[src/common/fmaPkg.sv]
package fmaPkg;

	// binary64 word and its fields
	typedef logic [63:0] fp64T;
	typedef logic [10:0] expT;
	typedef logic [51:0] mantT;
	// significand with the hidden bit in front
	typedef logic [52:0] sigT;
	// exponent with room for sign and overflow
	typedef logic signed [12:0] wideExpT;
	typedef logic [105:0] prodT;
	// addend placed against the product, see fmaAlign
	typedef logic [161:0] addendT;
	typedef logic [2:0] frmT;
	// {invalid, divByZero, overflow, underflow, inexact}
	typedef logic [4:0] flagsT;

	localparam int mulSteps = 27;
	localparam int expMax = 2047;
	localparam int bias = 1023;

	// RISC-V frm encodings
	localparam frmT rndNearEven = 3'd0;
	localparam frmT rndZero = 3'd1;
	localparam frmT rndDown = 3'd2;
	localparam frmT rndUp = 3'd3;
	localparam frmT rndNearMax = 3'd4;

	typedef enum logic [1:0] {
		IDLE,
		MUL,
		ALIGN,
		ROUND
	} fmaStateT;

	typedef struct packed {
		logic xZero, yZero, zZero;
		logic xInf, yInf, zInf;
		logic xNaN, yNaN, zNaN;
	} opClassT;

	typedef struct packed {
		fp64T x;
		fp64T y;
		fp64T z;
		frmT frm;
		// negates Z, set for FMSUB and FNMSUB
		logic negProd;
		// negates the final result, set for FNMADD and FNMSUB
		logic negResult;
	} fmaReqT;

	typedef struct packed {
		wideExpT prodExp;
		addendT addend;
		logic addendSticky;
		logic killProd;
		opClassT opClass;
	} alignedT;

endpackage

[src/fmaMul/fmaMantMul.sv]
`timescale 1ns/1ps

module fmaMantMul (
	input logic clk,
	input logic reset,
	input logic load,
	input logic step,
	input fmaPkg::sigT a,
	input fmaPkg::sigT b,
	output fmaPkg::prodT prod
);

	fmaPkg::prodT acc;
	// multiplicand already moved up to the weight of the current digit
	fmaPkg::prodT aShift;
	fmaPkg::sigT bRem;
	fmaPkg::prodT partial;

	// radix-4 digit picks 0, 1, 2 or 3 times the multiplicand
	always_comb begin
		case (bRem[1:0])
			2'd0: partial = '0;
			2'd1: partial = aShift;
			2'd2: partial = aShift << 1;
			default: partial = aShift + (aShift << 1);
		endcase
	end

	always_ff @(posedge clk) begin
		if (reset) begin
			acc <= '0;
			aShift <= '0;
			bRem <= '0;
		end else if (load) begin
			acc <= '0;
			aShift <= {53'b0, a};
			bRem <= b;
		end else if (step) begin
			acc <= acc + partial;
			// next digit weighs four times as much
			aShift <= aShift << 2;
			bRem <= bRem >> 2;
		end
	end

	// valid once all digits of b have been consumed
	assign prod = acc;

endmodule

[config.mk]
export PLATFORM = sky130hd
export DESIGN_NAME = fmaMantMul
export DESIGN_NICKNAME = d
export VERILOG_FILES = /design/src/common/fmaPkg.sv /design/src/fmaMul/fmaMantMul.sv
export SDC_FILE = /design/constraint.sdc
export NUM_CORES = 1
export LEC_CHECK = 0
export BUFFER_PORTS_ARGS = -buffer_cell sky130_fd_sc_hd__buf_4
export CORE_MARGIN = 10
export CORE_UTILIZATION = 50
export CTS_CLUSTER_DIAMETER = 30
export DETAILED_ROUTE_END_ITERATION = 10
export PLACE_DENSITY_LB_ADDON = 0.15
export SYNTH_ARGS = -nofsm -noshare
export SYNTH_HDL_FRONTEND = slang
export SYNTH_SLANG_ARGS = --single-unit
export TNS_END_PERCENT = 30
[constraint.sdc]
create_clock -name clk -period 8.3 [get_ports clk]
set_clock_uncertainty 0.1 [all_clocks]
set_input_delay 1.245 -clock clk [delete_from_list [all_inputs] [get_ports clk]]
set_output_delay 1.245 -clock clk [all_outputs]
set_load 0.1 [all_outputs]
==> flow_summary.yaml <==
worst_setup_path:
  end_kind: "register"
  crit_fanout: 7
  cp_num_buf_inv: 2
  crit_slowest_cell: "o31ai_1"
  crit_type: "register to register"
  r2r_end: "prod[102]"
  timing.rr.start: "aShift[1]"
  reg2reg_slack_ns: 0.64
  path_delay_family: "compound AO/OA/AOI/OAI gates"
  r2r_cells: 28
  cp.arrival_ns: 8.04
  slowest_delay_ns: 0.65
  cp-start-kind: "register"
  crit_required_ns: 8.68
global_route:
  gr-total-overflow: 0
  first_global_vias: 25020
  grt_pass1_wl_microns: 136800
  antenna_found_initial: 0
  grt_use_total_pct: 27.83
  grt_max_degree: 128
final_layout:
  register_area_sq_mm: 0.005309
  utilization_pct: 59.82
  layout_commonest_cell: "nor2_1"
  fill_cells: 4635
  multi_input_area_sq_mm: 0.01878
  layout_common_cells: "nor2_1, a21oi_1, nand2_1, mux2i_1, dfxtp_1"
  final_layout_size_suffix_gt1_share_pct: 11.13
  area_delta_synth_final_pct: 18.76
  nNetsFinal: 3883
  final_cells: 4294
placed_design:
  dpl_worst_slack_ns: 0.7882
  dp_hpwl_microns: 66790
  portBuffers: 215
  place_congestion: 0.9924
  dp.cells: 4146
timing:
  setup_violations: 0
  max_freq_mhz: 130.6
  hold_violations: 0
  period_minus_slack_ns: 7.657
  slew_viol_final: 0
  finalSetupTns_ns: 0
  rsz0062_at_grt: "false"
  fin_ws_ns: 0.6427
  max_slew.worst_pin.slew_ns: 1.151
  min_period_over_period_pct: 92.26
  max_slew_margin_pct: 23.29
yosys:
  ys_warn_count: 0
  synth_seq_cells: 265
  yosys.area_share.simple_pct: 18.70
  syn_area_sq_mm: 0.02517
  synth_compound_area_share_pct: 27.49
  seq_area_frac_synth_pct: 21.08
  synth_edf_count: 0
  synthXorXnorAreaFrac_pct: 6.787
  synthesis.nets: 3780
  async_flop_share_pct: 0
  synth_mux_area_share_pct: 10.78
  ys_types: 82
  synthCells: 3454
  syn_area_per_cell_sq_um: 7.286
  synth_top_family_by_area: "compound AO/OA/AOI/OAI gates"
  ys.flop_type: "dfxtp_1"
  synthAdderAreaFrac_pct: 10.80
floorplanning:
  core_area_sq_mm: 0.04997
  boundaryPins: 216
  dieWidth_microns: 244.3
  start_util_pct: 50.37
  rows: 82
  die_h_microns: 244.3
  dieArea_sq_mm: 0.05970
power:
  power.density_mw_per_mm2: 168.9
  vdd_ir_drop_max_mv: 0.1951
  p_leak_nw: 13.37
  power_w: 0.005049
clocking:
  numClockSinks: 265
  clk_path_buf_depth: 3
  ctsResizeCount: 0
  cts_buffers: 81
  clk_pin_slew_ns: 0.04
  cts_root_buf: "clkbuf_16"
  clk_latency_ns: 0.63
  postCtsSetupRepairBufs: 0
  hold_buffers: 0
  cts-htree-levels: 3
  cts_tree: "done"
drt:
  wl_per_cell_microns: 20.32
  ant_nets: 0
  drt-initial-drc-count: 1863
  num_vias: 26010
  vias_per_cell: 6.057
  firstDrtPassIters: 5
  routed_wl_microns: 87250
  drc: 0
min_path:
  hold_end: "prod[88]"
  worstHoldStart: "prod[88]"
  hold_class: "register to register"
  whs_path_depth: 2
flow_run:
  max_cap_viol_count: 0
run_status:
  outcome: "complete, no violations"
==> worst min-delay path, stage by stage, from the launching register on <==
cell     delay [ns]
dfxtp_1        0.32
nand2_1        0.05
o21ai_1        0.05
==> cells by family after synthesis <==
logic type / count (synthesis)
AOI/OAI and AO/OA: 1144
xor gates and xnor gates: 195
adders and majority gates: 216
buffers and inverters: 289
DFF: 265
muxes: 271
and+or+nand+nor: 1074
==> flip-flops by register name, summed over array words and instances, names as in the netlist <==
register / cells
prod: 106
aShift: 106
bRem: 53
==> metal layers <==
layer	global-route usage, %	vias to the layer above	share of wire, %
li1	-	12720	-
met1	36.16	12260	45
met2	45.67	869	46
met3	4.229	162	5.9
met4	10.79	0	3.2
met5	0	-	0
==> worst max-delay path by stage <==
stage / cells past startpoint / end / from
2_1_floorplan: 28 / prod[93] / aShift[1]
3_3_place_gp: 28 / prod[102] / aShift[1]
3_5_place_dp: 28 / prod[102] / aShift[1]
4_1_cts: 28 / prod[102] / aShift[1]
5_1_grt: 28 / prod[102] / aShift[1]
6_report: 28 / prod[102] / aShift[1]
==> cells in the mapped netlist, types with 62 or more instances <==
master | count | area [sq um]
mux2i_1 | 270 | 2703
inv_1 | 65 | 244.0
ha_1 | 214 | 2678
clkbuf_1 | 181 | 679.4
a21oi_1 | 444 | 2222
nor2_1 | 466 | 1749
xnor2_1 | 121 | 1060
o21ai_0 | 255 | 1276
nand4_1 | 90 | 563.0
o21bai_1 | 62 | 465.5
dfxtp_1 | 265 | 5305
nand2_1 | 309 | 1160
xor2_1 | 74 | 648.1
a21o_1 | 142 | 1066
==> power breakdown <==
part           switching, W  internal [W]
logic              0.000328      0.000198
registers         0.0000446       0.00131
clock network      0.000956       0.00221
total               0.00133       0.00372
==> final cells by class <==
type | count | share of cell area [%]
Timing Repair Buffer | 242 | 6.158
Clock inverter | 42 | 2.102
Tap cell | 672 | 2.813
Antenna cell | 1 | 0.008373
Sequential cell | 265 | 17.76
Inverter | 67 | 0.8415
Multi-Input combinational cell | 2900 | 62.83
Clock buffer | 105 | 7.485
==> stage by stage <==
step | hold slack [ns] | cell area, sq um
finish | 0.3647 | 29890
global route | 0.3977 | 29880
CTS | 0.3701 | 29880
detailed placement | 0.3645 | 27020
global placement | 0.3597 | 27020
floorplan | 0.4340 | 25170
No activity file was read; power rests on OpenSTA's default activity.
