## config.mk

```make
export PLATFORM = sky130hd
export DESIGN_NAME = fmaAlign
export DESIGN_NICKNAME = d
export VERILOG_FILES = /design/src/common/fmaPkg.sv /design/src/fmaAdd/fmaAlign.sv
export SDC_FILE = /design/constraint.sdc
export NUM_CORES = 1
export LEC_CHECK = 0
export ABC_AREA = 0
export BUFFER_PORTS_ARGS = -buffer_cell sky130_fd_sc_hd__buf_2
export CAP_MARGIN = 20
export CORE_AREA = 5 5 230 232
export DETAILED_ROUTE_END_ITERATION = 8
export DIE_AREA = 0 0 235 237
export PLACE_DENSITY = 0.6
export SYNTH_ARGS = -nofsm -noshare
export SYNTH_HDL_FRONTEND = slang
export SYNTH_SLANG_ARGS = --single-unit
```

## constraint.sdc

```tcl
create_clock -name clk -period 9.4 [get_ports clk]
set_input_delay 0.94 -clock clk [delete_from_list [all_inputs] [get_ports clk]]
set_output_delay 0.94 -clock clk [all_outputs]
set_load 0.01 [all_outputs]
```

## src/common/fmaPkg.sv

```systemverilog
package fmaPkg;

	// binary64 word and its fields
	typedef logic [63:0] fp64T;
	typedef logic [10:0] expT;
	typedef logic [51:0] mantT;
	// significand with the hidden bit in front
	typedef logic [52:0] sigT;
	// exponent with room for sign and overflow
	typedef logic signed [12:0] wideExpT;
	typedef logic [105:0] prodT;
	// addend placed against the product, see fmaAlign
	typedef logic [161:0] addendT;
	typedef logic [2:0] frmT;
	// {invalid, divByZero, overflow, underflow, inexact}
	typedef logic [4:0] flagsT;

	localparam int mulSteps = 27;
	localparam int expMax = 2047;
	localparam int bias = 1023;

	// RISC-V frm encodings
	localparam frmT rndNearEven = 3'd0;
	localparam frmT rndZero = 3'd1;
	localparam frmT rndDown = 3'd2;
	localparam frmT rndUp = 3'd3;
	localparam frmT rndNearMax = 3'd4;

	typedef enum logic [1:0] {
		IDLE,
		MUL,
		ALIGN,
		ROUND
	} fmaStateT;

	typedef struct packed {
		logic xZero, yZero, zZero;
		logic xInf, yInf, zInf;
		logic xNaN, yNaN, zNaN;
	} opClassT;

	typedef struct packed {
		fp64T x;
		fp64T y;
		fp64T z;
		frmT frm;
		// negates Z, set for FMSUB and FNMSUB
		logic negProd;
		// negates the final result, set for FNMADD and FNMSUB
		logic negResult;
	} fmaReqT;

	typedef struct packed {
		wideExpT prodExp;
		addendT addend;
		logic addendSticky;
		logic killProd;
		opClassT opClass;
	} alignedT;

endpackage

```

## src/fmaAdd/fmaAlign.sv

```systemverilog
`timescale 1ns/1ps

module fmaAlign (
	input logic clk,
	input logic reset,
	input logic en,
	input fmaPkg::fmaReqT req,
	input fmaPkg::prodT prod,
	output fmaPkg::sigT sigX,
	output fmaPkg::sigT sigY,
	output fmaPkg::alignedT aligned
);

	fmaPkg::expT xExp, yExp, zExp;
	fmaPkg::mantT xMan, yMan, zMan;
	fmaPkg::sigT sigZ;
	fmaPkg::wideExpT xExpEff, yExpEff, zExpEff;
	fmaPkg::wideExpT prodExp, alignCnt;
	fmaPkg::opClassT opClass;
	logic prodZero;
	logic [213:0] zPre, zShift;
	logic [7:0] shAmt;
	logic addendSticky, killProd;

	assign xExp = req.x[62:52];
	assign yExp = req.y[62:52];
	assign zExp = req.z[62:52];
	assign xMan = req.x[51:0];
	assign yMan = req.y[51:0];
	assign zMan = req.z[51:0];

	// hidden bit is zero for subnormals
	assign sigX = {xExp != '0, xMan};
	assign sigY = {yExp != '0, yMan};
	assign sigZ = {zExp != '0, zMan};

	// subnormals live at exponent 1
	assign xExpEff = (xExp == '0) ? 13'sd1 : fmaPkg::wideExpT'({2'b0, xExp});
	assign yExpEff = (yExp == '0) ? 13'sd1 : fmaPkg::wideExpT'({2'b0, yExp});
	assign zExpEff = (zExp == '0) ? 13'sd1 : fmaPkg::wideExpT'({2'b0, zExp});

	always_comb begin
		opClass.xZero = (xExp == '0) && (xMan == '0);
		opClass.yZero = (yExp == '0) && (yMan == '0);
		opClass.zZero = (zExp == '0) && (zMan == '0);
		opClass.xInf = (xExp == fmaPkg::expT'(fmaPkg::expMax)) && (xMan == '0);
		opClass.yInf = (yExp == fmaPkg::expT'(fmaPkg::expMax)) && (yMan == '0);
		opClass.zInf = (zExp == fmaPkg::expT'(fmaPkg::expMax)) && (zMan == '0);
		opClass.xNaN = (xExp == fmaPkg::expT'(fmaPkg::expMax)) && (xMan != '0);
		opClass.yNaN = (yExp == fmaPkg::expT'(fmaPkg::expMax)) && (yMan != '0);
		opClass.zNaN = (zExp == fmaPkg::expT'(fmaPkg::expMax)) && (zMan != '0);
	end

	assign prodZero = opClass.xZero | opClass.yZero;

	// a zero product is pinned to exponent 0 so Z is never shifted into sticky
	assign prodExp = prodZero ? '0 :
		xExpEff + yExpEff - fmaPkg::wideExpT'(fmaPkg::bias);

	// positive count means Z sits below the product
	assign alignCnt = prodExp - zExpEff;
	assign zPre = {55'b0, sigZ, 106'b0};

	always_comb begin
		killProd = 1'b0;
		addendSticky = 1'b0;
		zShift = zPre;
		shAmt = '0;
		if (alignCnt <= -56) begin
			// product falls entirely below the lsb of Z
			killProd = ~opClass.zZero;
			addendSticky = ~prodZero & ~opClass.zZero;
		end else if (alignCnt <= 0) begin
			shAmt = 8'(-alignCnt);
			zShift = zPre << shAmt;
		end else if (alignCnt <= 106) begin
			shAmt = 8'(alignCnt);
			zShift = zPre >> shAmt;
			// bits dropped below the 162-bit window
			addendSticky = |zShift[51:0];
		end else begin
			zShift = '0;
			addendSticky = ~opClass.zZero;
		end
	end

	always_ff @(posedge clk) begin
		if (reset) begin
			aligned <= '0;
		end else if (en) begin
			// a killed product leaves Z unshifted, so Z's exponent heads the sum
			aligned.prodExp <= killProd ? zExpEff : prodExp;
			aligned.addend <= zShift[213:52];
			aligned.addendSticky <= addendSticky;
			aligned.killProd <= killProd;
			aligned.opClass <= opClass;
		end
	end

endmodule

```

==> impl_metrics.toml <==
[status]
status = "completed"

[floorplanning]
core_area_sq_um = 50800
placement_rows = 83
pin_count = 598
die_area_sq_um = 55700
start_util = 0.379
dieWidth_um = 235
die_y_um = 237

[placed_design]
placed_cells = 3452
gp_congestion = 1.02
hpwl_mm = 89.1
port_buffers = 483

[logic_synthesis]
synth_ff_type = "dfxtp_1"
post_synth.cell_area_avg_sq_um = 7.50
synth_area_sq_um = 19200
synth_nets = 2905
synth_compound_area_frac = 0.235
yosys_warnings = 0
synth_top_family_by_area = "compound AO/OA/AOI/OAI gates"
synth_fa_ha_area_frac = 0.0236
synth-seq-cells = 186
synthMuxAreaShare = 0.220
async_flop_share = 0
syn_inst = 2564
synth_edf_count = 0
synth_simple_gate_area_frac = 0.211
yosysSeqAreaShare = 0.194
synth_xor_area_frac = 0.0133
ys_types = 94

[final_layout]
multi_input_area_sq_um = 13700
ff_latch_area_sq_um = 3720
nNetsFinal = 3133
largest_reg_flops = 186
stdcell_count = 3489
largest_register = "aligned"
largestRegisters = "aligned (186)"
final_common_cell = "buf_2"
nFillCells = 5253
area_growth_pct = 14.8
layout-drive-gt1-share = 0.257
fin_util = 0.434
mostFrequentLayoutCells = "buf_2 (482), nand2_1 (307), mux2i_1 (270)"

[timing]
hold_viol_final = 0
fin_crit_sh = 0.854
finalCriticalPeriod_ns = 8.03
finalSetupViolCount = 0
slew_headroom = 0.197
finalSetupTns_ns = 0
hold_ws_ns = 0.448
finalMaxSlewViolations = 0
fmax_mhz = 125
fin_skew_ns = 0
rsz0062_at_grt = "false"
worstMarginPinSlew_ns = 1.17

[pwr]
leakage_nw = 9.57
cellPowerDensity_nw_per_um2 = 409
vdd_drop_max_mv = 0.196

[critical_path]
cpPeakStageDelay_ns = 0.74
end_kind = "flip-flop"
slowest_stage = "nor4_1"
cpMostUsedCell = "ha_1"
crit_type = "primary input to flip-flop"
r2r_slack_ns = 8.40
required_ns = 9.78
crit_path_max_fanout = 18
arrival_ns = 8.41
setup.worst_path.start_class = "primary input"

[clock_tree]
holdBufCountCts = 0
cts_buffers = 17
clockRootBuffer = "clkbuf_16"
htreeDepth = 4
cts-resized-gates = 0
clock_latency_ns = 0.50
cts_setup_buffers = 0
clock_sinks = 186
clkTransAtPathRegs_ns = 0.08
cts_tree = "done"
clockBufferDepth = 2

[grt]
grt_antenna_before_repair = 14
grt_pass1_vias = 21426
grt_pass1_wl_mm = 158
grt_start_max_net_pins = 88
grt_usage = 0.383
overflow = 0

[detailed_routing]
drc_errors = 0
routed_via_density = 6.44
wirelength_mm = 113
drtIter0Drc = 2730
drtPass1Iterations = 7
ant_nets = 0
route.detailed.wl_per_inst_um = 32.3
vias = 22464

[flow_run]
maxCapViolCount = 0

[hold_path]
hp-class = "flip-flop to flip-flop"
-- synth_stat cells, types with 13 or more instances --
cell type / count / area, sq um
mux2i_1: 270 / 2700
and3_1: 19 / 119
buf_1: 22 / 82.6
inv_1: 52 / 195
buf_4: 114 / 856
a31oi_1: 21 / 131
a222oi_1: 15 / 150
o21a_1: 13 / 97.6
o22ai_1: 32 / 200
dfxtp_1: 186 / 3720
a22oi_1: 60 / 450
nand3_1: 66 / 330
clkbuf_1: 167 / 627
a211oi_1: 21 / 158
mux2_2: 40 / 450
nor2_1: 262 / 983
nor4_1: 63 / 394
xnor2_1: 16 / 140
o21ai_0: 169 / 846
nor3_1: 70 / 350
nand2_1: 307 / 1150
a221oi_1: 34 / 298
o31ai_1: 23 / 173
buf_2: 34 / 170
o21ai_1: 17 / 85.1
a21oi_1: 143 / 716
ha_1: 33 / 413
nand4_1: 32 / 200
mux4_2: 47 / 1060
nand2b_1: 18 / 113
a2111oi_0: 13 / 114
-- area by class of cell --
| type | instances | area share |
|---|---|---|
| multi-input combinational | 1984 | 0.620 |
| clock inverter | 15 | 0.00868 |
| sequential | 186 | 0.169 |
| inverter | 52 | 0.00885 |
| timing repair buffer | 551 | 0.135 |
| tap | 680 | 0.0386 |
| clock buffer | 17 | 0.0193 |
| antenna | 4 | 0.000454 |
-- metrics by stage --
step                setup slack [ns]  cell area (sq um)  total power, mW
floorplan                       3.18              19200             5.22
global placement                1.14              21400             8.02
detailed placement              1.06              21400             8.00
CTS                             1.56              22000             8.79
global route                   0.884              22100             9.35
finish                          1.37              22100             9.01
-- cell families after synthesis --
family | count (synthesis)
AND/OR/NAND/NOR | 891
AO/OA/AOI/OAI | 677
buffers and inverters | 394
multiplexers | 358
flip-flops | 186
adder cells (fa/ha/maj) | 35
XOR/XNOR | 23
-- worst max-delay path, delay by kind of cell --
kind / cells / cell delay (ns)
XOR/XNOR: 1 / 0.47
buffers and inverters: 5 / 0.70
AO/OA/AOI/OAI: 3 / 1.10
AND/OR/NAND/NOR: 12 / 3.89
adder cells (fa/ha/maj): 4 / 1.27
-- report_power, final --
| part | total, mW | internal, mW | switching, mW |
|---|---|---|---|
| clock network | 0.764 | 0.362 | 0.402 |
| registers | 0.923 | 0.862 | 0.0607 |
| logic | 7.33 | 2.16 | 5.17 |
| total | 9.01 | 3.38 | 5.63 |
-- routing by layer --
| layer | GRT usage | vias up | wire (um) |
|---|---|---|---|
| li1 | - | 9900 | - |
| met1 | 0.484 | 10911 | 44700 |
| met2 | 0.605 | 1337 | 50000 |
| met3 | 0.0751 | 310 | 9320 |
| met4 | 0.233 | 6 | 8460 |
| met5 | 0 | - | 46 |
-- final timing paths --
check | depth (start not counted) | start | to
max | 25 | req[185] | aligned[76]
min | 2 | aligned[140] | aligned[140]
max reg2reg | 4 | aligned[10] | aligned[10]
min reg2reg | 2 | aligned[140] | aligned[140]
Note: power is estimated with default switching activity, not from simulation.
