<file path="config.mk">
export PLATFORM = sky130hd
export DESIGN_NAME = fmaControl
export DESIGN_NICKNAME = d
export VERILOG_FILES = /design/src/common/fmaPkg.sv /design/src/rtl/fmaControl.sv
export SDC_FILE = /design/constraint.sdc
export NUM_CORES = 1
export LEC_CHECK = 0
export ABC_AREA = 0
export BUFFER_PORTS_ARGS = -buffer_cell sky130_fd_sc_hd__buf_2
export CAP_MARGIN = 0
export CORE_ASPECT_RATIO = 0.7
export CORE_UTILIZATION = 25
export CTS_CLUSTER_DIAMETER = 40
export DETAILED_ROUTE_END_ITERATION = 16
export HOLD_SLACK_MARGIN = 0.02
export PLACE_DENSITY = 0.44
export SKIP_LAST_GASP = 1
export SYNTH_ARGS = -nofsm -noshare
export SYNTH_HDL_FRONTEND = slang
export SYNTH_SLANG_ARGS = --single-unit
</file>
<file path="constraint.sdc">
create_clock -name clk -period 1.5 [get_ports clk]
set_clock_uncertainty 0.05 [all_clocks]
set_input_delay 0.3 -clock clk [delete_from_list [all_inputs] [get_ports clk]]
set_output_delay 0.3 -clock clk [all_outputs]
set_load 0.005 [all_outputs]
</file>
<file path="src/common/fmaPkg.sv">
package fmaPkg;

	// binary64 word and its fields
	typedef logic [63:0] fp64T;
	typedef logic [10:0] expT;
	typedef logic [51:0] mantT;
	// significand with the hidden bit in front
	typedef logic [52:0] sigT;
	// exponent with room for sign and overflow
	typedef logic signed [12:0] wideExpT;
	typedef logic [105:0] prodT;
	// addend placed against the product, see fmaAlign
	typedef logic [161:0] addendT;
	typedef logic [2:0] frmT;
	// {invalid, divByZero, overflow, underflow, inexact}
	typedef logic [4:0] flagsT;

	localparam int mulSteps = 27;
	localparam int expMax = 2047;
	localparam int bias = 1023;

	// RISC-V frm encodings
	localparam frmT rndNearEven = 3'd0;
	localparam frmT rndZero = 3'd1;
	localparam frmT rndDown = 3'd2;
	localparam frmT rndUp = 3'd3;
	localparam frmT rndNearMax = 3'd4;

	typedef enum logic [1:0] {
		IDLE,
		MUL,
		ALIGN,
		ROUND
	} fmaStateT;

	typedef struct packed {
		logic xZero, yZero, zZero;
		logic xInf, yInf, zInf;
		logic xNaN, yNaN, zNaN;
	} opClassT;

	typedef struct packed {
		fp64T x;
		fp64T y;
		fp64T z;
		frmT frm;
		// negates Z, set for FMSUB and FNMSUB
		logic negProd;
		// negates the final result, set for FNMADD and FNMSUB
		logic negResult;
	} fmaReqT;

	typedef struct packed {
		wideExpT prodExp;
		addendT addend;
		logic addendSticky;
		logic killProd;
		opClassT opClass;
	} alignedT;

endpackage

</file>
<file path="src/rtl/fmaControl.sv">
`timescale 1ns/1ps

module fmaControl (
	input logic clk,
	input logic reset,
	input logic start,
	output logic capture,
	output logic mulStep,
	output logic alignEn,
	output logic roundEn,
	output logic busy,
	output logic done
);

	fmaPkg::fmaStateT state;
	logic [4:0] stepCnt;
	logic lastStep;

	// start only counts while idle
	assign capture = (state == fmaPkg::IDLE) && start;
	assign mulStep = (state == fmaPkg::MUL);
	assign alignEn = (state == fmaPkg::ALIGN);
	assign roundEn = (state == fmaPkg::ROUND);
	assign busy = (state != fmaPkg::IDLE);

	assign lastStep = (stepCnt == 5'(fmaPkg::mulSteps - 1));

	always_ff @(posedge clk) begin
		if (reset) begin
			state <= fmaPkg::IDLE;
			stepCnt <= '0;
			done <= 1'b0;
		end else begin
			// done trails the result register load by one cycle
			done <= roundEn;
			case (state)
				fmaPkg::IDLE: begin
					stepCnt <= '0;
					if (start) begin
						state <= fmaPkg::MUL;
					end
				end
				fmaPkg::MUL: begin
					stepCnt <= stepCnt + 5'd1;
					if (lastStep) begin
						state <= fmaPkg::ALIGN;
					end
				end
				fmaPkg::ALIGN: begin
					state <= fmaPkg::ROUND;
				end
				fmaPkg::ROUND: begin
					state <= fmaPkg::IDLE;
				end
				default: begin
					state <= fmaPkg::IDLE;
				end
			endcase
		end
	end

endmodule

</file>
==> results of run 1 <==
Yosys cell counts, drive strengths merged:
master   n
nand3    2
dfxtp    8
nand4b   1
a21o     1
nand3b   1
nor3     2
a2111oi  1
a211oi   1
nor2b    2
mux2i    2
buf      1
inv      5
and2     1
o21ai    3
nor3b    1
clkbuf   1
and2b    1
a41oi    2
nor2     3
nand2b   2
ha       7
a21oi    4
power breakdown:
part	switching, mW	internal [mW]	leakage (nW)
combinational	0.342	0.364	0.249
clock	0.0807	0.0921	0.0138
sequential	0.0233	0.257	0.0653
total	0.446	0.712	0.328
worst max-delay path, delay by kind of cell, from the launching register on:
family	cells	cell delay, ns
DFF	1	0.32
and+or+nand+nor	1	0.15
adders and majority gates	1	0.19
buffers and inverters	2	0.19
cell families after synthesis:
| kind of cell | share of synthesized area, % |
|---|---|
| adder cells (fa/ha/maj) | 17.3 |
| multiplexers | 3.95 |
| flip-flops | 31.6 |
| AO/OA/AOI/OAI | 19.8 |
| AND/OR/NAND/NOR | 21.5 |
| buffers and inverters | 5.93 |
worst min-delay path by stage:
stage	startpoint	depth (start not counted)	slack, ns	end
2_1_floorplan	state[1]	2	0.44	state[1]
3_3_place_gp	stepCnt[2]	2	0.51	stepCnt[2]
3_5_place_dp	stepCnt[2]	2	0.52	stepCnt[2]
4_1_cts	reset	2	0.27	state[0]
5_1_grt	reset	2	0.28	state[0]
6_report	reset	2	0.28	state[0]
per-layer routing:
| layer | vias to the layer above | global-route usage, % |
|---|---|---|
| li1 | 214 | - |
| met1 | 193 | 12.7 |
| met2 | 12 | 18.7 |
| met3 | 2 | 4.95 |
| met4 | 0 | 5.49 |
| met5 | - | 0 |
final cells by class:
| cell class | count | area (um^2) | share of cell area [%] |
|---|---|---|---|
| Multi-Input combinational cell | 37 | 332 | 49.4 |
| Inverter | 5 | 18.8 | 2.80 |
| Sequential cell | 8 | 161 | 24.1 |
| Tap cell | 22 | 27.5 | 4.10 |
| Timing Repair Buffer | 15 | 109 | 16.2 |
| Clock buffer | 3 | 22.5 | 3.36 |
repair_timing:
action,in CTS,in global routing
gates resized for setup,4,2
endpoints found under the setup margin,3,3
buffers inserted,0,1
pin swaps,0,0
state kept, by name, indices dropped and copies added (netlist names):
name,cells
stepCnt,5
done,1
state,2
stage by stage:
| step | instances | hold slack [ns] |
|---|---|---|
| 5_1_grt | 90 | 0.282 |
| 3_5_place_dp | 86 | 0.520 |
| 2_1_floorplan | 52 | 0.435 |
| 6_report | 90 | 0.277 |
| 3_3_place_gp | 86 | 0.510 |
| 4_1_cts | 89 | 0.273 |
==> results.yml, run 1 <==
synthesis:
  yosysTopAreaCell: "dfxtp_1"
  yosys.area.top_type_share_pct: 31.6
  syn_avg_cell_area_um2: 9.74
  ys_seq_area_share_pct: 31.6
  syn-cell-area_um2: 507
  yosys_warnings: 0
  synth_area_leaders: "dfxtp_1 32%, ha_1 17%, a2111oi_4 5.4%"
  synth.distinct_cells: 22
  synthCells: 52
  syn-num-nets: 62
  ys_ff_latch: 8
sta:
  final_hold_viol_count: 0
  period_minus_slack_ns: 1.46
  slew_headroom_pct: 80.8
  worst_pin_slew_ns: 0.288
  setup_tns_ns: 0
  setup_slack_ns: 0.0379
  finalCritPeriodShare_pct: 97.5
  slew_viol_final: 0
  fmax_mhz: 684
  setup_viol_count_final: 0
  grt_setup_unrepaired: "yes"
cts:
  cts.reportedPaths.clkPinSlew_ns: 0.06
  htree_levels: 1
  cts_hold_buf: 0
  ctsLongestPathBuffers: 2
  clockRootBuffer: "clkbuf_4"
  cts_buffers: 3
  insertion_delay_ns: 0.26
  cts.sinks: 8
  cts_tree: "yes"
worst_setup_path:
  r2r_cells: 6
  crit_start: "state[1]"
  worst_path_largest_cell_delay_ns: 0.32
  crit_fanout: 4
  worstSetupStartpointType: "register"
  worstPathRequired_ns: 1.15
  r2r_setup_slack_ns: 0.09
  endpoint_kind: "primary output"
  crit_slowest_cell: "dfxtp_1"
  path_cells: "inv_1 -> ha_2 -> and2_1 -> buf_2"
  r2r-end: "state[0]"
  crit_end: "capture"
  reg2reg_from: "state[1]"
  critPathArrivalTime_ns: 1.11
  critPathKind: "reg -> out"
finish:
  fin_util_pct: 35.5
  n_fill_cell: 208
  final_area_um2: 671
  final_common_cell: "buf_2"
  antenna_cells: 0
  area_growth_syn_to_layout_pct: 32.3
  drive_above_1_share_pct: 36.8
  final_cell_mix: "8 x buf_2, 7 x dfxtp_1, 5 x ha_1, 5 x buf_4"
  fin_nets: 80
drt:
  avgViaCountPerCell: 4.68
  drt-met1-wl_um: 501
  dr_wl_met2_um: 457
  ant_nets: 0
  top_layer: "met4"
  drc: 0
  avgRoutedWirePerCell_um: 11.4
  drtIter0Drc: 10
  vias: 421
  drtPass1Iterations: 3
  routed_wl_um: 1030
  route.met3.wl_um: 52
place:
  hpwl_um: 732
  dp_slack_ns: 0.0488
  io_buffers: 8
  routabilityCongestion: 0.704
  place_area_um2: 608
power_and_ir_drop:
  p_per_area_nw_per_um2: 1730
  finalPower_mw: 1.16
  peakVddDrop_uv: 1000
  leakagePower_nw: 0.328
status:
  status: "finished clean"
grt:
  grt_antenna_before_repair: 0
  grt_usage_pct: 11.2
  overflow: 0
  grt_pass1_vias: 368
  grt_max_degree: 16
  grt_pass1_wl_um: 1730
floorplanning:
  io_pins: 9
  std_cell_rows: 13
  die_h_um: 39.7
  die_width_um: 55.8
  core-area_um2: 1890
  die-area_um2: 2210
  initial_core_util_pct: 26.9
hold_path:
  min_path_type: "in -> reg"
job:
  drv_cap: 0
No activity file was read; power rests on OpenSTA's default activity.
==> run 2: changes to the inputs <==
- PLACE_DENSITY: 0.44 -> 0.41
==> run 2 against run 1 <==
Clock power decreased by 3%. Combinational power increased by 0.7%. Maximum frequency rose by 0.68%.
==> results.yml, run 2 (synthesis gave the netlist of run 1 again) <==
status:
  status: "finished clean"
grt:
  grt_max_degree: 12
  grt_pass1_wl_um: 1670
  grt_pass1_vias: 360
  grt_antenna_before_repair: 0
  overflow: 0
  grt_usage_pct: 10.7
floorplanning:
  initial_core_util_pct: 26.9
  core-area_um2: 1890
  io_pins: 9
  die_width_um: 55.8
  std_cell_rows: 13
  die-area_um2: 2210
  die_h_um: 39.7
place:
  placed_cells: 86
  place_area_um2: 621
  dp_slack_ns: 0.0402
  routabilityCongestion: 0.662
  io_buffers: 8
  hpwl_um: 786
hold_path:
  holdPathEnd: "state[0]"
  min_path_cells: 2
  min_from: "reset"
  min_path_type: "in -> reg"
sta:
  worst_pin_slew_ns: 0.290
  final_hold_viol_count: 0
  slew_viol_final: 0
  fmax_mhz: 689
  setup_tns_ns: 0
  setup_viol_count_final: 0
  setup_slack_ns: 0.0478
  finalCritPeriodShare_pct: 96.8
  hold_slack_ns: 0.291
  period_minus_slack_ns: 1.45
  grt_setup_unrepaired: "yes"
  slew_headroom_pct: 80.6
finish:
  final_cell_mix: "8 x buf_2, 6 x dfxtp_1, 5 x buf_4, 4 x a21oi_1, 4 x ha_1"
  antenna_cells: 0
  n_fill_cell: 196
  regMostFlops: "stepCnt"
  reg_top3: "stepCnt x5, state x2, done x1"
  stdcell_count: 89
  fin_nets: 79
  drive_above_1_share_pct: 40.3
  seqCellArea_um2: 163
  final_area_um2: 673
  fin_util_pct: 35.7
  largest_reg_flops: 5
  final_common_cell: "buf_2"
  multiInputGateArea_um2: 344
  area_growth_syn_to_layout_pct: 32.8
cts:
  cts_buffers: 3
  clockRootBuffer: "clkbuf_4"
  insertion_delay_ns: 0.25
  cts.reportedPaths.clkPinSlew_ns: 0.06
  ctsLongestPathBuffers: 2
  htree_levels: 1
  cts.sinks: 8
  cts_tree: "yes"
  postCtsSetupRepairBufs: 0
worst_setup_path:
  critPathArrivalTime_ns: 1.10
  critPathKind: "reg -> out"
  r2r_setup_slack_ns: 0.12
  worstSetupStartpointType: "register"
  endpoint_kind: "primary output"
  reg2reg_from: "stepCnt[0]"
  r2r-end: "state[0]"
  crit_start: "state[1]"
  r2r_cells: 5
  crit_fanout: 11
  worstPathRequired_ns: 1.15
drt:
  drt-met1-wl_um: 523
  dr_wl_met2_um: 493
  vias: 417
  ant_nets: 0
  drc: 0
  avgViaCountPerCell: 4.69
  routed_wl_um: 1070
  route.met3.wl_um: 54
  drtPass1Iterations: 2
  avgRoutedWirePerCell_um: 12.0
  top_layer: "met3"
  drtIter0Drc: 11
job:
  drv_cap: 0
power_and_ir_drop:
  finalPower_mw: 1.17
  p_per_area_nw_per_um2: 1750
  leakagePower_nw: 0.324
  peakVddDrop_uv: 691
## run 2: worst max-delay path, cell delays in order (launching register included)
cell and delay, ns:
dfxtp_2 0.32, inv_2 0.09, ha_2 0.21, buf_12 0.12, buf_2 0.10
## run 2: area by class of cell
type | instances | area share, %
Clock buffer | 3 | 3.35
Sequential cell | 8 | 24.2
Multi-Input combinational cell | 37 | 51.1
Timing Repair Buffer | 14 | 14.5
Inverter | 5 | 2.79
Tap cell | 22 | 4.09
## run 2: repair_timing
action / in CTS / in global routing
pin swaps: 0 / 0
endpoints found under the setup margin: 3 / 3
resized for setup: 4 / 5
gates cloned: 0 / 0
hold buffers: 0 / 0
## run 2: how the worst max path moves through the flow
| stage | end | cells after the start |
|---|---|---|
| 3_3_place_gp | state[0] | 5 |
| 5_1_grt | capture | 4 |
| 2_1_floorplan | state[0] | 5 |
| 3_5_place_dp | state[0] | 5 |
| 6_report | mulStep | 4 |
| 4_1_cts | alignEn | 4 |
## run 2: layer usage
| layer | track usage [%] | vias to the layer above |
|---|---|---|
| li1 | - | 214 |
| met2 | 17.2 | 10 |
| met3 | 4.95 | 0 |
| met4 | 3.66 | 0 |
| met5 | 0 | - |
| met1 | 12.9 | 193 |
## run 2: report_power, final
group	switching, mW	internal, mW	leakage [nW]
Sequential	0.0368	0.260	0.0657
Combinational	0.339	0.371	0.244
Clock	0.0764	0.0918	0.0138
