[src/common/fmaPkg.sv]
package fmaPkg;

	// binary64 word and its fields
	typedef logic [63:0] fp64T;
	typedef logic [10:0] expT;
	typedef logic [51:0] mantT;
	// significand with the hidden bit in front
	typedef logic [52:0] sigT;
	// exponent with room for sign and overflow
	typedef logic signed [12:0] wideExpT;
	typedef logic [105:0] prodT;
	// addend placed against the product, see fmaAlign
	typedef logic [161:0] addendT;
	typedef logic [2:0] frmT;
	// {invalid, divByZero, overflow, underflow, inexact}
	typedef logic [4:0] flagsT;

	localparam int mulSteps = 27;
	localparam int expMax = 2047;
	localparam int bias = 1023;

	// RISC-V frm encodings
	localparam frmT rndNearEven = 3'd0;
	localparam frmT rndZero = 3'd1;
	localparam frmT rndDown = 3'd2;
	localparam frmT rndUp = 3'd3;
	localparam frmT rndNearMax = 3'd4;

	typedef enum logic [1:0] {
		IDLE,
		MUL,
		ALIGN,
		ROUND
	} fmaStateT;

	typedef struct packed {
		logic xZero, yZero, zZero;
		logic xInf, yInf, zInf;
		logic xNaN, yNaN, zNaN;
	} opClassT;

	typedef struct packed {
		fp64T x;
		fp64T y;
		fp64T z;
		frmT frm;
		// negates Z, set for FMSUB and FNMSUB
		logic negProd;
		// negates the final result, set for FNMADD and FNMSUB
		logic negResult;
	} fmaReqT;

	typedef struct packed {
		wideExpT prodExp;
		addendT addend;
		logic addendSticky;
		logic killProd;
		opClassT opClass;
	} alignedT;

endpackage

[src/fmaAdd/fmaAddRound.sv]
`timescale 1ns/1ps

module fmaAddRound (
	input logic clk,
	input logic reset,
	input logic en,
	input fmaPkg::fmaReqT req,
	input fmaPkg::alignedT aligned,
	input fmaPkg::prodT prod,
	output fmaPkg::fp64T result,
	output fmaPkg::flagsT flags
);

	logic xSgn, ySgn, zSgn, pSgn, zEffSgn;
	logic invZ, negSum, sumZero, wSgn, zeroSgn;
	fmaPkg::prodT prodMasked;
	logic [162:0] addendIn, sumRaw, sumNeg;
	logic [161:0] sumAbs, normTmp;
	logic [7:0] msbPos, lzCnt, shiftAmt;
	fmaPkg::wideExpT expNorm, denormShift, sumExp;
	logic denorm, flush;
	logic [53:0] normSum;
	logic normSticky, sticky, below, exactBelow;
	logic guardBit, roundBit, lsbBit, inexact;
	fmaPkg::frmT frmEff;
	logic plus1, minus1;
	logic [64:0] rounded;
	logic overflow, underflow, invalid, snan, special, nanOut;
	fmaPkg::fp64T ovfRes, resTmp;

	assign xSgn = req.x[63];
	assign ySgn = req.y[63];
	assign zSgn = req.z[63];
	assign pSgn = xSgn ^ ySgn;
	// sign Z actually enters the sum with
	assign zEffSgn = zSgn ^ req.negProd;
	assign invZ = pSgn ^ zEffSgn;

	// a final negation swaps the directed modes
	always_comb begin
		frmEff = req.frm;
		if (req.negResult && req.frm == fmaPkg::rndDown) begin
			frmEff = fmaPkg::rndUp;
		end else if (req.negResult && req.frm == fmaPkg::rndUp) begin
			frmEff = fmaPkg::rndDown;
		end
	end

	// product sits at bits 107:2, two spare bits below for guard and round
	assign prodMasked = aligned.killProd ? '0 : prod;
	assign addendIn = invZ ? ~{1'b0, aligned.addend} : {1'b0, aligned.addend};
	assign sumRaw = addendIn + {55'b0, prodMasked, 2'b0} + 163'(invZ);
	assign negSum = sumRaw[162];
	assign sumNeg = -sumRaw;
	assign sumAbs = negSum ? sumNeg[161:0] : sumRaw[161:0];
	assign sumZero = (sumAbs == '0);

	// leading one search
	always_comb begin
		msbPos = '0;
		for (int i = 0; i < 162; i++) begin
			if (sumAbs[i]) begin
				msbPos = 8'(i);
			end
		end
	end
	assign lzCnt = 8'd161 - msbPos;

	// bit 106 of the sum carries the product exponent
	assign expNorm = aligned.prodExp + 13'sd55 - fmaPkg::wideExpT'({5'b0, lzCnt});
	// lzCnt + expNorm, the shift that lands on exponent field 0
	assign denormShift = aligned.prodExp + 13'sd55;
	assign denorm = ~sumZero && (expNorm <= 0) && (denormShift >= 0);
	// too tiny to reach even the sticky window
	assign flush = ~sumZero && (expNorm <= 0) && (denormShift < 0);

	// normal results shift the leading one out, subnormals keep it
	assign shiftAmt = denorm ? denormShift[7:0] : lzCnt + 8'd1;
	assign normTmp = sumAbs << shiftAmt;
	assign normSum = normTmp[161:108];
	assign normSticky = |normTmp[107:0];
	assign sumExp = (sumZero || denorm) ? '0 : expNorm;

	assign lsbBit = normSum[2];
	assign guardBit = normSum[1];
	assign roundBit = normSum[0];
	assign sticky = normSticky | aligned.addendSticky;
	assign inexact = guardBit | roundBit | sticky;

	// Z lost bits below the window while being subtracted, so the
	// true value is a hair under what the sum shows
	assign below = aligned.addendSticky & invZ & ~normSticky;
	assign exactBelow = below & ~guardBit & ~roundBit;

	// exact zero is +0 unless rounding down, or the product sign when signs agree
	assign zeroSgn = invZ ? (frmEff == fmaPkg::rndDown) : pSgn;
	assign wSgn = sumZero ? zeroSgn : (negSum ? zEffSgn : pSgn);

	always_comb begin
		plus1 = 1'b0;
		minus1 = 1'b0;
		case (frmEff)
			fmaPkg::rndZero: begin
				minus1 = exactBelow;
			end
			fmaPkg::rndDown: begin
				plus1 = wSgn & inexact & ~exactBelow;
				minus1 = ~wSgn & exactBelow;
			end
			fmaPkg::rndUp: begin
				plus1 = ~wSgn & inexact & ~exactBelow;
				minus1 = wSgn & exactBelow;
			end
			fmaPkg::rndNearMax: begin
				plus1 = guardBit & (roundBit | (sticky & ~below) | (~roundBit & ~sticky));
			end
			default: begin
				// ties go to the even neighbour
				plus1 = guardBit & (roundBit | (sticky & ~below) |
					(~roundBit & ~sticky & lsbBit));
			end
		endcase
	end

	// a carry out of the mantissa bumps the exponent on its own
	assign rounded = {sumExp, normSum[53:2]} + 65'(plus1) - 65'(minus1);
	assign overflow = ~rounded[64] && (rounded[64:52] >= 13'(fmaPkg::expMax));
	assign underflow = flush | (inexact & (rounded[64:52] == '0));

	// directed modes stop at the largest finite value
	always_comb begin
		case (frmEff)
			fmaPkg::rndZero: ovfRes = {wSgn, 11'h7fe, {52{1'b1}}};
			fmaPkg::rndDown: ovfRes = wSgn ? {1'b1, 11'h7ff, 52'b0} : {1'b0, 11'h7fe, {52{1'b1}}};
			fmaPkg::rndUp: ovfRes = wSgn ? {1'b1, 11'h7fe, {52{1'b1}}} : {1'b0, 11'h7ff, 52'b0};
			default: ovfRes = {wSgn, 11'h7ff, 52'b0};
		endcase
	end

	assign snan = (aligned.opClass.xNaN & ~req.x[51]) | (aligned.opClass.yNaN & ~req.y[51]) |
		(aligned.opClass.zNaN & ~req.z[51]);
	// 0 * inf, or inf - inf after the product
	assign invalid = snan |
		(aligned.opClass.xInf & aligned.opClass.yZero) |
		(aligned.opClass.yInf & aligned.opClass.xZero) |
		((aligned.opClass.xInf | aligned.opClass.yInf) & aligned.opClass.zInf & invZ);
	assign special = invalid | aligned.opClass.xNaN | aligned.opClass.yNaN |
		aligned.opClass.zNaN | aligned.opClass.xInf | aligned.opClass.yInf |
		aligned.opClass.zInf;

	// priority order, first match wins
	always_comb begin
		nanOut = 1'b1;
		if (aligned.opClass.xNaN) begin
			resTmp = {req.x[63:52], 1'b1, req.x[50:0]};
		end else if (aligned.opClass.yNaN) begin
			resTmp = {req.y[63:52], 1'b1, req.y[50:0]};
		end else if (aligned.opClass.zNaN) begin
			resTmp = {req.z[63:52], 1'b1, req.z[50:0]};
		end else if (invalid) begin
			// canonical quiet NaN
			resTmp = 64'h7ff8_0000_0000_0000;
		end else begin
			nanOut = 1'b0;
			if (aligned.opClass.xInf || aligned.opClass.yInf) begin
				resTmp = {pSgn, 11'h7ff, 52'b0};
			end else if (aligned.opClass.zInf) begin
				resTmp = {zEffSgn, 11'h7ff, 52'b0};
			end else if (overflow) begin
				resTmp = ovfRes;
			end else if (flush) begin
				resTmp = {wSgn, 63'b0};
			end else if (aligned.killProd) begin
				// Z nudged by one ulp toward the tiny product
				resTmp = {wSgn, req.z[62:0] + 63'(plus1) - 63'(minus1)};
			end else begin
				resTmp = {wSgn, rounded[62:0]};
			end
		end
	end

	always_ff @(posedge clk) begin
		if (reset) begin
			result <= '0;
			flags <= '0;
		end else if (en) begin
			// NaNs keep their sign through FNMADD and FNMSUB
			result <= {resTmp[63] ^ (req.negResult & ~nanOut), resTmp[62:0]};
			flags <= {invalid, 1'b0, overflow & ~special, underflow & ~special,
				(inexact | overflow | flush) & ~special};
		end
	end

endmodule

[config.mk]
export PLATFORM = sky130hd
export DESIGN_NAME = fmaAddRound
export DESIGN_NICKNAME = d
export VERILOG_FILES = /design/src/common/fmaPkg.sv /design/src/fmaAdd/fmaAddRound.sv
export SDC_FILE = /design/constraint.sdc
export NUM_CORES = 2
export LEC_CHECK = 0
export ABC_AREA = 1
export CORE_ASPECT_RATIO = 0.9
export CORE_MARGIN = 4
export CORE_UTILIZATION = 45
export DETAILED_ROUTE_END_ITERATION = 6
export DONT_BUFFER_PORTS = 1
export SETUP_SLACK_MARGIN = 0.3
export SLEW_MARGIN = 40
export SYNTH_ARGS = -nofsm -noshare
export SYNTH_HDL_FRONTEND = slang
export SYNTH_SLANG_ARGS = --single-unit
[constraint.sdc]
create_clock -name clk -period 28.4 [get_ports clk]
set_input_delay 5.68 -clock clk [delete_from_list [all_inputs] [get_ports clk]]
set_output_delay 5.68 -clock clk [all_outputs]
set_load 0.1 [all_outputs]
==> results.ini <==
[grt]
grt_overflow = 0
track_usage_pct = 37.3
met3_usage_pct = 5.88
grt_pass1_wl_um = 312000
grt_max_degree = 181
antenna_found_initial = 4
grt_util_met1_pct = 48.7
grt_use_met2_pct = 62.1
grt-busiest-layer = met2
grt_pass1_vias = 58967

[power_and_ir_drop]
peakVddDrop_mv = 0.112
sequentialPowerShare_pct = 1.8
p_int_mw = 3.79
combPwrFrac_pct = 96.7
clockPowerShare_pct = 1.5
p_switching_mw = 4.82
power_mw = 8.62
switching_share_pct = 56.0
cellLeakagePower_nw = 33.6
power_density_mw_per_mm2 = 137

[drt]
wirelength_um = 203000
wl_per_cell_um = 17.5
firstDrtPassIters = 7
postRouteAntennaNets = 0
vias = 63285
drt_iter0_drc = 6191
drc_errors = 0
vias_per_cell = 5.44

[yosys]
synth.most_common_cell = nand2_1
synth_area_leaders = nand2_1 (22%), nand3_1 (13%), inv_1 (9.1%)
post-synth-top-area-cell = nand2_1
synth_common_cells = nand2_1 (2513), nand3_1 (1106), inv_1 (1058)
syn_nets = 9411
synth_top_area_share_pct = 21.5
yosys_warnings = 0
syn_area_sq_mm = 0.0438
ys_ff_latch = 68
syn_area_per_cell_sq_um = 5.05
ys_seq_area_share_pct = 3.11
synthFlopType = dfxtp_1
postSynth.asyncResetShare_pct = 0
yosysUniqueCellTypes = 73
synth_edf_count = 0
synthCells = 8668

[sta]
hold_ws_ps = 719
max_freq_mhz = 32.7
rsz0062_at_grt = yes
period_needed_ps = 30610
worst_pin_slew_ps = 850
clock_skew_ps = 0
slew_viol_final = 0
setup_ws_ps = -2210
max-slew-margin-rel_pct = 42.8
post-route-period-util_pct = 108
hold_viol_final = 0
setup_viol = 67

[placed_design]
dp_cells = 11525
post_dp_cell_area_sq_mm = 0.0593
gp_congestion = 1.03
dp_hpwl_um = 167000
port_buffers = 0

[floorplan]
rows = 108
ios = 561
die-area_sq_mm = 0.102
core_area_sq_mm = 0.0965
start_util_pct = 45.4
fp.dieH_um = 304
fp.dieW_um = 337

[clocking]
cts_max_level = 3
cts_hold_buf = 0
cts.sinks = 68
cts_buffers = 9
clockRootBuffer = clkbuf_16
clk_pin_slew_worst_paths_ps = 60
clockBufferDepth = 2
cts_tree = done
clk_latency_ps = 350

[hold_path]
holdCritPathClass = flip-flop to flip-flop

[run]
drv_cap = 0

[setup_path]
arrival_ps = 30840
worstPathRequired_ps = 28630
crit_buf_inv = 33
endpoint_kind = flip-flop
critPathLaunchType = input port
critPathMostFrequentCell = nand2_1
critPathMaxStageDelay_ps = 400
critPathTopFamily = simple AND/OR/NAND/NOR gates
path_max_fanout = 10
crit_type = input port to flip-flop
cp_slowest_cell = fa_2

[final_layout]
drive_gt1_share_pct = 25.5
area_growth_pct = 43.2
final_util_pct = 65.0
nNetsFinal = 11099
final_cell_area_sq_mm = 0.0627
instances_no_fill = 11631

[outcome]
violations = negative setup slack
status = complete, but fails checks

-- power groups by stage --
stage	logic, mW	registers [mW]	clock network, mW
after floorplan	4.07	0.153	0
after global placement	7.55	0.154	0
after detailed placement	7.64	0.156	0
after CTS	7.83	0.154	0.127
after global routing	9.08	0.154	0.134
final	8.34	0.154	0.128
-- final cells by class --
class,instances,area [sq um]
Sequential cell,68,1450
Inverter,1130,4270
Clock inverter,5,83.8
Fill cell,9359,33700
Antenna cell,5,12.5
Timing Repair Buffer,2078,16900
Clock buffer,11,243
Multi-Input combinational cell,7069,38200
Tap cell,1265,1580
-- worst reg2reg max path, cell delays in order (launching register included) --
cell,delay [ps]
dfxtp_2,680
nand2_1,170
a21oi_1,190
-- cells in the final DEF, fill, tap and decap left out, types with 188 or more instances in the layout --
master / n
ha_1: 245
nor2_1: 834
xor2_1: 307
inv_1: 1050
o21ai_1: 188
nand3_1: 959
xnor2_1: 205
nand2_1: 2423
o21ai_0: 385
buf_4: 1980
a21oi_1: 515
-- registers in the layout, indices dropped and copies added, names as in the netlist --
signal / flops
result: 64
flags: 4
-- what timing repair did --
action,4_1_cts,5_1_grt
buffers inserted,18,46
gates cloned,12,9
gates resized for setup,138,317
setup endpoints to repair,67,67
pin swaps,27,81
-- cell families after synthesis --
group                    Yosys count  synth area share (%)
multiplexers                       7                 0.160
XOR/XNOR                         524                  10.5
adder cells (fa/ha/maj)          251                  7.22
other                              1               0.00856
flip-flops                        68                  3.11
AO/OA/AOI/OAI                   1508                  19.5
buffers and inverters           1534                  13.7
AND/OR/NAND/NOR                 4775                  45.7
-- layer usage --
| metal | wire length, um | part of all wire, % | up-vias |
|---|---|---|---|
| met5 | 13 | 0.0064 | - |
| met4 | 9080 | 4.5 | 2 |
| met3 | 16800 | 8.2 | 451 |
| met2 | 91300 | 45 | 2476 |
| met1 | 86300 | 42 | 28650 |
| li1 | - | - | 31706 |
-- path summary, 6_finish.rpt --
path | cells past startpoint | slack (ps) | end | start
min | 2 | 720 | result[48] | result[48]
min reg2reg | 2 | 720 | result[48] | result[48]
max | 257 | -2210 | result[4] | req[68]
max reg2reg | 2 | 27300 | result[13] | result[13]
-- stage by stage --
stage	setup TNS (ps)	setup WS (ps)
after floorplan	0	313
after global routing	-340950	-5280
after detailed placement	-187380	-2930
final	-134700	-2210
after CTS	-116750	-1930
after global placement	-163130	-2590
Power figures use the tool's default switching activity.
